## config.mk

```make
export PLATFORM = sky130hd
export DESIGN_NAME = ex_stage
export DESIGN_NICKNAME = d
export VERILOG_FILES = /design/src/isa_pkg.sv /design/src/ex_pkg.sv /design/src/alu.sv /design/src/mul_unit.sv /design/src/div_unit.sv /design/src/ex_stage.sv
export SDC_FILE = /design/constraint.sdc
export NUM_CORES = 2
export LEC_CHECK = 0
export ABC_AREA = 1
export BUFFER_PORTS_ARGS = -buffer_cell sky130_fd_sc_hd__buf_2
export CORE_MARGIN = 1
export CORE_UTILIZATION = 36
export CTS_CLUSTER_SIZE = 10
export DETAILED_ROUTE_END_ITERATION = 6
export PLACE_DENSITY = 0.47
export SLEW_MARGIN = 20
export SYNTH_ARGS = -nofsm -noshare
export SYNTH_HDL_FRONTEND = slang
export SYNTH_SLANG_ARGS = --single-unit
```

## constraint.sdc

```tcl
create_clock -name clk -period 20.1 [get_ports clk]
set_input_delay 6.03 -clock clk [delete_from_list [all_inputs] [get_ports clk]]
set_output_delay 6.03 -clock clk [all_outputs]
set_load 0.005 [all_outputs]
```

## src/isa_pkg.sv

```systemverilog
package isa_pkg;

    localparam int XLEN       = 32;
    localparam int REG_ADDR_W = 5;

    typedef logic [XLEN-1:0]       word_t;
    typedef logic [REG_ADDR_W-1:0] reg_addr_t;

    // The two top bits of an opcode give its class
    typedef enum logic [4:0] {
        OP_ADD   = 5'b00000,
        OP_SUB   = 5'b00001,
        OP_SLT   = 5'b00010,
        OP_SLTU  = 5'b00011,
        OP_SEQ   = 5'b00100,
        OP_AND   = 5'b00101,
        OP_OR    = 5'b00110,
        OP_XOR   = 5'b00111,
        OP_NOR   = 5'b01000,
        OP_SLL   = 5'b01001,
        OP_SRL   = 5'b01010,
        OP_SRA   = 5'b01011,
        OP_MUL   = 5'b10000,
        OP_MULH  = 5'b10001,
        OP_MULHU = 5'b10010,
        OP_DIV   = 5'b11000,
        OP_MOD   = 5'b11001,
        OP_DIVU  = 5'b11010,
        OP_MODU  = 5'b11011
    } opcode_t;

    // Class 0x is the ALU
    localparam logic [1:0] CLASS_MUL = 2'b10;
    localparam logic [1:0] CLASS_DIV = 2'b11;

endpackage

```

## src/ex_pkg.sv

```systemverilog
package ex_pkg;

    localparam int DIV_CYCLES = 32;
    localparam int PC_STEP    = 4;
    localparam int SHIFT_W    = 5;

    typedef enum logic [1:0] {
        DIV_IDLE,
        DIV_BUSY,
        DIV_DONE
    } div_state_t;

    // One instruction as handed over by the operand-read stage
    typedef struct packed {
        isa_pkg::word_t     pc;
        isa_pkg::opcode_t   opcode;
        isa_pkg::word_t     src1;
        isa_pkg::word_t     src2;
        isa_pkg::reg_addr_t dest;
        logic               is_branch;
        logic               branch_cond;
        logic               is_jirl;
        isa_pkg::word_t     branch_target;
        logic               pred_taken;
        isa_pkg::word_t     pred_target;
    } ex_issue_t;

    typedef struct packed {
        logic           taken;
        isa_pkg::word_t target;
        logic           mispredict;
    } branch_res_t;

    typedef struct packed {
        logic               valid;
        logic               done;
        isa_pkg::word_t     pc;
        isa_pkg::reg_addr_t dest;
        isa_pkg::word_t     result;
        branch_res_t        branch;
    } ex_result_t;

endpackage

```

## src/alu.sv

```systemverilog
module alu (
    input  isa_pkg::opcode_t op,
    input  isa_pkg::word_t   src1,
    input  isa_pkg::word_t   src2,
    output isa_pkg::word_t   result
);

    logic [ex_pkg::SHIFT_W-1:0] shamt;

    // Only the low bits of src2 count as the shift amount
    assign shamt = src2[ex_pkg::SHIFT_W-1:0];

    always_comb begin
        case (op)
            isa_pkg::OP_ADD:
                result = src1 + src2;
            isa_pkg::OP_SUB:
                result = src1 - src2;
            isa_pkg::OP_SLT:
                result = isa_pkg::word_t'($signed(src1) < $signed(src2));
            isa_pkg::OP_SLTU:
                result = isa_pkg::word_t'(src1 < src2);
            isa_pkg::OP_SEQ:
                result = isa_pkg::word_t'(src1 == src2);
            isa_pkg::OP_AND:
                result = src1 & src2;
            isa_pkg::OP_OR:
                result = src1 | src2;
            isa_pkg::OP_XOR:
                result = src1 ^ src2;
            isa_pkg::OP_NOR:
                result = ~(src1 | src2);
            isa_pkg::OP_SLL:
                result = src1 << shamt;
            isa_pkg::OP_SRL:
                result = src1 >> shamt;
            isa_pkg::OP_SRA:
                result = isa_pkg::word_t'($signed(src1) >>> shamt);
            // Multiply and divide results come from their own units
            default:
                result = '0;
        endcase
    end

endmodule

```

## src/mul_unit.sv

```systemverilog
module mul_unit (
    input  logic             clk,
    input  logic             rst_n,
    input  logic             clear,
    input  logic             start,
    input  isa_pkg::opcode_t op,
    input  isa_pkg::word_t   src1,
    input  isa_pkg::word_t   src2,
    output logic             done,
    output isa_pkg::word_t   result
);

    logic                              sign_ext;
    logic signed [isa_pkg::XLEN:0]     mul_a;
    logic signed [isa_pkg::XLEN:0]     mul_b;
    logic signed [2*isa_pkg::XLEN+1:0] full_product;
    logic [2*isa_pkg::XLEN-1:0]        product;

    // A 33-bit signed multiply covers both signed and unsigned operands
    assign sign_ext     = (op == isa_pkg::OP_MULH);
    assign mul_a        = {sign_ext & src1[isa_pkg::XLEN-1], src1};
    assign mul_b        = {sign_ext & src2[isa_pkg::XLEN-1], src2};
    assign full_product = mul_a * mul_b;

    always_ff @(posedge clk or negedge rst_n) begin
        if (!rst_n) begin
            done <= 1'b0;
        end else if (clear) begin
            done <= 1'b0;
        end else if (start && !done) begin
            done <= 1'b1;
        end
    end

    always_ff @(posedge clk) begin
        if (start && !done) begin
            product <= full_product[2*isa_pkg::XLEN-1:0];
        end
    end

    assign result = (op == isa_pkg::OP_MUL) ? product[isa_pkg::XLEN-1:0]
                                            : product[2*isa_pkg::XLEN-1:isa_pkg::XLEN];

endmodule

```

## src/div_unit.sv

```systemverilog
module div_unit (
    input  logic             clk,
    input  logic             rst_n,
    input  logic             clear,
    input  logic             start,
    input  isa_pkg::opcode_t op,
    input  isa_pkg::word_t   src1,
    input  isa_pkg::word_t   src2,
    output logic             done,
    output isa_pkg::word_t   result
);

    ex_pkg::div_state_t                   state;
    logic [$clog2(ex_pkg::DIV_CYCLES)-1:0] step_cnt;
    logic                                 signed_op;
    isa_pkg::word_t                       dvd_mag;
    isa_pkg::word_t                       dvs_mag;
    isa_pkg::word_t                       quot;
    isa_pkg::word_t                       rem;
    isa_pkg::word_t                       dvs;
    logic                                 q_neg;
    logic                                 r_neg;
    logic [isa_pkg::XLEN+1:0]             trial;

    assign signed_op = (op == isa_pkg::OP_DIV) || (op == isa_pkg::OP_MOD);
    assign dvd_mag   = (signed_op && src1[isa_pkg::XLEN-1]) ? -src1 : src1;
    assign dvs_mag   = (signed_op && src2[isa_pkg::XLEN-1]) ? -src2 : src2;

    // Shift in the next dividend bit and try to subtract the divisor
    assign trial = {1'b0, rem, quot[isa_pkg::XLEN-1]} - {2'b00, dvs};

    always_ff @(posedge clk or negedge rst_n) begin
        if (!rst_n) begin
            state    <= ex_pkg::DIV_IDLE;
            step_cnt <= '0;
        end else if (clear) begin
            state    <= ex_pkg::DIV_IDLE;
            step_cnt <= '0;
        end else begin
            case (state)
                ex_pkg::DIV_IDLE: begin
                    if (start) begin
                        state    <= ex_pkg::DIV_BUSY;
                        step_cnt <= '0;
                    end
                end
                ex_pkg::DIV_BUSY: begin
                    step_cnt <= step_cnt + 1'b1;
                    if (int'(step_cnt) == ex_pkg::DIV_CYCLES - 1) begin
                        state <= ex_pkg::DIV_DONE;
                    end
                end
                default: begin
                    state <= ex_pkg::DIV_DONE;
                end
            endcase
        end
    end

    always_ff @(posedge clk) begin
        if (state == ex_pkg::DIV_IDLE && start) begin
            quot  <= dvd_mag;
            rem   <= '0;
            dvs   <= dvs_mag;
            q_neg <= signed_op && (src1[isa_pkg::XLEN-1] ^ src2[isa_pkg::XLEN-1]);
            r_neg <= signed_op && src1[isa_pkg::XLEN-1];
        end else if (state == ex_pkg::DIV_BUSY) begin
            // A borrow means the divisor did not fit, so the old remainder is kept
            if (trial[isa_pkg::XLEN+1]) begin
                rem  <= {rem[isa_pkg::XLEN-2:0], quot[isa_pkg::XLEN-1]};
                quot <= {quot[isa_pkg::XLEN-2:0], 1'b0};
            end else begin
                rem  <= trial[isa_pkg::XLEN-1:0];
                quot <= {quot[isa_pkg::XLEN-2:0], 1'b1};
            end
        end
    end

    assign done = (state == ex_pkg::DIV_DONE);

    always_comb begin
        if (op == isa_pkg::OP_DIV || op == isa_pkg::OP_DIVU) begin
            result = q_neg ? -quot : quot;
        end else begin
            result = r_neg ? -rem : rem;
        end
    end

endmodule

```

## src/ex_stage.sv

```systemverilog
module ex_stage (
    input  logic               clk,
    input  logic               rst_n,
    input  logic               flush,
    input  logic               allowout,
    input  logic               in_valid,
    input  ex_pkg::ex_issue_t  issue,
    output logic               ex_ready,
    output logic               ex_stall,
    output ex_pkg::ex_result_t out
);

    ex_pkg::ex_issue_t   ex_q;
    logic                ex_valid;
    logic                accept;
    logic                unit_clear;
    logic [1:0]          op_class;
    logic                is_mul;
    logic                is_div;
    logic                done;
    logic                mul_done;
    logic                div_done;
    isa_pkg::word_t      alu_result;
    isa_pkg::word_t      mul_result;
    isa_pkg::word_t      div_result;
    isa_pkg::word_t      result;
    ex_pkg::branch_res_t branch;

    assign accept     = in_valid && !ex_stall;
    assign unit_clear = flush || accept;

    always_ff @(posedge clk or negedge rst_n) begin
        if (!rst_n) begin
            ex_valid <= 1'b0;
        end else if (flush) begin
            ex_valid <= 1'b0;
        end else if (!ex_stall) begin
            ex_valid <= in_valid;
        end
    end

    always_ff @(posedge clk) begin
        if (accept) begin
            ex_q <= issue;
        end
    end

    assign op_class = ex_q.opcode[4:3];
    assign is_mul   = (op_class == isa_pkg::CLASS_MUL);
    assign is_div   = (op_class == isa_pkg::CLASS_DIV);

    alu i_alu (
        .op     (ex_q.opcode),
        .src1   (ex_q.src1),
        .src2   (ex_q.src2),
        .result (alu_result)
    );

    mul_unit i_mul_unit (
        .clk    (clk),
        .rst_n  (rst_n),
        .clear  (unit_clear),
        .start  (ex_valid && is_mul),
        .op     (ex_q.opcode),
        .src1   (ex_q.src1),
        .src2   (ex_q.src2),
        .done   (mul_done),
        .result (mul_result)
    );

    div_unit i_div_unit (
        .clk    (clk),
        .rst_n  (rst_n),
        .clear  (unit_clear),
        .start  (ex_valid && is_div),
        .op     (ex_q.opcode),
        .src1   (ex_q.src1),
        .src2   (ex_q.src2),
        .done   (div_done),
        .result (div_result)
    );

    // ALU work finishes in the cycle the instruction sits here
    assign done     = is_mul ? mul_done : (is_div ? div_done : 1'b1);
    assign ex_ready = ex_valid && done;
    assign ex_stall = ex_valid && (!done || !allowout);

    always_comb begin
        if (ex_q.is_jirl) begin
            result = ex_q.pc + isa_pkg::word_t'(ex_pkg::PC_STEP);
        end else if (is_mul) begin
            result = mul_result;
        end else if (is_div) begin
            result = div_result;
        end else begin
            result = alu_result;
        end
    end

    // The compare opcode leaves its outcome in bit 0 of the ALU result
    assign branch.taken  = ex_q.is_branch && (ex_q.is_jirl || ex_q.branch_cond == alu_result[0]);
    assign branch.target = ex_q.is_jirl ? alu_result : ex_q.branch_target;
    assign branch.mispredict = ex_valid && done && allowout &&
                               (branch.taken != ex_q.pred_taken ||
                                (branch.taken && branch.target != ex_q.pred_target));

    always_comb begin
        out.valid  = ex_valid;
        out.done   = ex_ready;
        out.pc     = ex_q.pc;
        out.dest   = ex_q.dest;
        out.result = result;
        out.branch = branch;
    end

endmodule

```

# [Yosys cells after proc, flatten, opt, wreduce, memory -nomap -nowiden]
# Cells that the tools add are included.
[classes] add_sub_neg=9 mul=1 magnitude_cmp=2 n_eq_ne=28 n_shift=3 muxes=28 bitwise=7 reduce_logical=31
[ops] operator="$mux 32" count=13
[ops] operator="$pmux 32 s12" count=1
[ops] operator="$neg 32->32" count=4
[ops] operator="$lt 32x32->1" count=2
[ops] operator="$mul 33x33->64" count=1
[ops] operator="$sub 33x32->34" count=1
[ops] operator="$add 32x3->32 const B" count=1
[ops] operator="$add 32x32->32" count=1
[ops] operator="$and 32x32->32" count=1
[ops] operator="$eq 32x32->1" count=1
[ops] operator="$ne 32x32->1" count=1
[ops] operator="$not 32->32" count=1
[ops] operator="$or 32x32->32" count=1
[ops] operator="$shl 32x5->32" count=1
[ops] operator="$shr 32x5->32" count=1
[ops] operator="$sshr 32x5->32" count=1
[ops] operator="$sub 32x32->32" count=1
[ops] operator="$xor 32x32->32" count=1
[ops] operator="$eq 5x5->1 const B" count=5
[ops] operator="$eq 5x3->1 const B" count=4
[ops] operator="$eq 5x4->1 const B" count=4
[ops] operator="$logic_and 1x1->1" count=14
[ops] operator="$eq 5x1->1 const B" count=2
[ops] operator="$eq 5x2->1 const B" count=2
[ops] operator="other kinds (21)" count=44
[word_totals] regBits=345 in_bits=179 out_inout_bits=107 wordCells=130

# [Depth between registers and ports, before layout]
[depth] word_depth=11 mapped_depth=36 ltp_nobuf=33

# [Cells and area by module]
# From an unflattened synthesis, not the netlist that was laid out.
[unflattened] hier_cells=9786 hier_area_um2=71163.3
[modules_own_cells] mod="mul_unit" instances=1 cells_each=5063 area_per_inst_um2=41868.9 seq_area_each_um2=1946.9
[modules_own_cells] mod="div_unit" instances=1 cells_each=1722 area_per_inst_um2=10512.6 seq_area_each_um2=2797.7
[modules_own_cells] mod="alu" instances=1 cells_each=2177 area_per_inst_um2=10452.5 seq_area_each_um2=0.0
[modules_own_cells] mod="ex_stage" instances=1 cells_each=824 area_per_inst_um2=8329.2 seq_area_each_um2=5250.0

# [Least setup slack after synthesis]
# OpenSTA, ideal clock, no wires.
[synth_timing] path_type="input-to-reg" from="in allowout" to="reg i_div_unit.step_cnt[3] (netlist name)" setup_time_ps=77 arrival_time_ps=14473 required_ps=20023 slack_ps=5549 stages=12 n_path_buf=0 path_cell_list="nand2_1 > nand2_1 > inv_2 > nor2_1 > nor2_2 > inv_2 > nor4_2 > a21oi_1 > inv_1 > nor2_1 > nor2_1 > a21oi_1"
[synth_between] elab_chain_len=8 elab_cells_between_ends=10 cone_classes="eq/ne: 1; mux: 1; reduce/logical: 8"
[synth_rtl] item="from (decl)" line="ex_stage.sv:5" text="input logic allowout,"
[synth_rtl] item="$logic_not 1->1 *" line="ex_stage.sv:86" text="assign ex_stall = ex_valid && (!done || !allowout);"
[synth_rtl] item="$logic_or 1x1->1 *" line="ex_stage.sv:86"
[synth_rtl] item="$logic_and 1x1->1 *" line="ex_stage.sv:86"
[synth_rtl] item="via ex_stall" line="ex_stage.sv:9" text="output logic ex_stall,"
[synth_rtl] item="$logic_not 1->1 *"
[synth_rtl] item="$logic_and 1x1->1 *" line="ex_stage.sv:29" text="assign accept = in_valid && !ex_stall;"
[synth_rtl] item="via accept" line="ex_stage.sv:15" text="logic accept;"
[synth_rtl] item="$logic_or 1x1->1 *" line="ex_stage.sv:30" text="assign unit_clear = flush || accept;"
[synth_rtl] item="$ne 3x1->1 (no source line) or $reduce_bool 3->1 (tied branches)"
[synth_rtl] item="$reduce_and 2->1 (no source line)"
[synth_rtl] item="to (signal assigned)" line="div_unit.sv:48" text="step_cnt <= step_cnt + 1'b1;"
[synth_rtl] item="to (decl)" line="div_unit.sv:14" text="logic [$clog2(ex_pkg::DIV_CYCLES)-1:0] step_cnt;"
# Mark *: on every way through the listed nets, which the timed path passes. The rest lies on a longest branch.
# A chain may end at the register's enable or synchronous reset.

==> flow_metrics.tcl <==
set metrics [dict create \
    status "complete, but fails checks" \
    violations "design-rule violations" \
    yosysSeqAreaShare_pct 14.6 \
    drive_gt1_share_pct 7.30 \
    hp-start "i_div_unit.step_cnt[1]" \
    io_buffers 285 \
    multi_input_area_um2 48500 \
    cp.depth 4 \
    finClkSkew_ns 0.0667 \
    synth_top_area_cell "fa_1" \
    die_y_um 438 \
    track_usage_pct 33.4 \
    synth-async-reset-ratio_pct 2.61 \
    cpMostUsedCell "buf_2" \
    final_hold_viol_count 0 \
    final_common_cell "nand2_1" \
    post_drt_wl_per_cell_um 27.6 \
    setup_viol 0 \
    dpl.hpwl_mm 259 \
    reg2reg_slack_ns 9.60 \
    cts_buffer_depth 3 \
    die-area_um2 192000 \
    r2r-end "i_mul_unit.product[61]" \
    root_buffer "clkbuf_16" \
    min_period_ns 12.63 \
    cts_buffers 48 \
    slew_headroom_pct 19.0 \
    netlist_area_um2 68300 \
    core_um2 188000 \
    cts_resized 0 \
    path_max_fanout 2 \
    ys_dominant_reg_cell "edfxtp_1" \
    required_ns 14.07 \
    cts_hold_buffers 0 \
    rr_worst_depth 31 \
    grt_pass1_wl_mm 454 \
    slew_violations 0 \
    synth_cell_types 72 \
    rsz0062_at_grt "false" \
    dieWidth_um 438 \
    finalSetupTns_ns 0 \
    nFillCells 20100 \
    rows 159 \
    hold_class "reg -> reg" \
    seqCellArea_um2 9990 \
    ant_nets 0 \
    worst_slew_pin_slew_ns 1.20 \
    synth_nets 10700 \
    clk_pin_slew_ns 0.05 \
    crit_path_top_delay_cell "a21oi_1" \
    postSynthAreaPerCell_um2 7.59 \
    vias 61200 \
    min_period_over_period_pct 62.8 \
    max_cap_violations 0 \
    path_class "in -> out" \
    clock_latency_ns 0.72 \
    cpPeakStageDelay_ns 0.23 \
    critPathArrivalTime_ns 6.60 \
    max_freq_mhz 79.2 \
    drtIter0Drc 7005 \
    synth_edf_count 304 \
    detail_route.vias_per_cell 5.29 \
    synthTopCellsByArea "fa_1 (33%), edfxtp_1 (13%), nand2_1 (13%), inv_1 (11%), ha_1 (6.4%)" \
    crit_chain "buf_2 -> nand2_1 -> a21oi_1 -> buf_2" \
    area_growth_pct 7.89 \
    yosys_warnings 0 \
    cts_setup_buffers 0 \
    drcViolationCount 22 \
    gr-total-overflow 0 \
    firstDrtPassIters 7 \
    synthCells 9006 \
    clock-sinks 345 \
    grt_pass1_vias 61400 \
    initial_core_util_pct 36.3 \
    wl_mm 320 \
    cp-start-kind "input port" \
    h-tree-depth 2 \
    tritoncts "done" \
    stdcell_area_um2 73700 \
    synth_seq_cells 345 \
    dpl-instance-area_um2 72100 \
    netlist.area_leader.share_pct 33.0 \
    reg2reg_from "ex_q[140]" \
    gp_congestion 1.06 \
    ios 286 \
    cp_top_family "buffers and inverters" \
    final_cell_mix "nand2_1 (2,336), inv_1 (2,053), fa_1 (1,128)" \
    crit_path_end_kind "primary output" \
    fin_util_pct 39.2 \
    min_to "i_div_unit.step_cnt[1]" \
    holdPathStages 1 \
    final_nets 10700 \
    critPathBufInv 2 \
    antenna_found_initial 43 \
    grt_max_degree 97 \
]
area by class of cell:
cell class              count  share of cell area, %
repair buffers            448                   3.64
multi-input cells        6118                   65.7
diodes                      9                 0.0305
well taps                2495                   4.23
clock buffers              57                   1.67
inverters                2088                   10.6
flip-flops and latches    345                   13.6
clock inverters            25                  0.480
per-layer routing:
layer / routed length, um / track usage, % / vias to the layer above
met5: 88 / 0 / -
met3: 27300 / 7.07 / 452
met4: 14800 / 13.4 / 14
met2: 139000 / 50.9 / 2519
met1: 139000 / 46.0 / 31100
li1: - / - / 27100
worst register-to-register path: cells and delay by family (launching register included):
kind	cells	cell delay (ns)
and+or+nand+nor	10	2.33
AOI/OAI and AO/OA	3	0.51
xor gates and xnor gates	1	0.10
DFF	1	0.62
adders and majority gates	9	4.75
buffers and inverters	8	1.89
cell usage after synthesis (all sizes together) (6+ instances only):
master,n
xor2,143
o211ai,22
a41oi,7
fa,1128
ha,348
a21oi,301
nor4,14
dfxtp,32
a31oi,34
edfxtp,304
nand4,69
xnor2,61
o21bai,11
nand3b,15
nor2,478
o21a,14
o32ai,7
a21o,10
clkbuf,276
o21ai,294
a21boi,7
or2,36
buf,179
a211oi,6
dfrtp,9
o22ai,19
nand3,624
and2,9
inv,2084
nand2,2348
nor3,85
cells by family (layout without fill, tap and decap cells):
kind of cell	count (synthesis)	in the layout	synth area share (%)
buf+inv	2543	2618	14.5
flops	345	345	14.6
xor+xnor	204	204	2.61
compound gates	755	755	6.16
simple gates	3683	3683	22.7
other cells	0	9	0
fa+ha+maj	1476	1476	39.4
flip-flops by register name, summed over array words and instances (netlist names):
name                 count
i_mul_unit.product      64
i_div_unit.step_cnt      5
out                     37
i_div_unit.quot         32
i_mul_unit.done          1
i_div_unit.state         2
i_div_unit.rem          32
ex_valid                 1
i_div_unit.dvs          32
i_div_unit.r_neg         1
i_div_unit.q_neg         1
ex_q                   137
per-stage QoR:
stage	cells	hold slack (ns)	setup WS, ns
3_5_place_dp	11500	0.520	7.50
4_1_cts	11600	0.534	7.50
5_1_grt	11600	0.557	7.47
2_1_floorplan	9006	0.471	5.55
3_3_place_gp	11500	0.497	7.52
6_report	11600	0.530	7.47
worst max-delay path by stage:
stage                     startpoint                      to
after floorplan             allowout  i_div_unit.step_cnt[3]
after global placement      allowout                ex_stall
after detailed placement    allowout                  out[0]
after CTS                   allowout                  out[0]
after global routing        allowout                  out[0]
final                       allowout                  out[0]
Power is not shown: default switching activity piles up to over one toggle a cycle in this logic, so the estimate is an artifact.
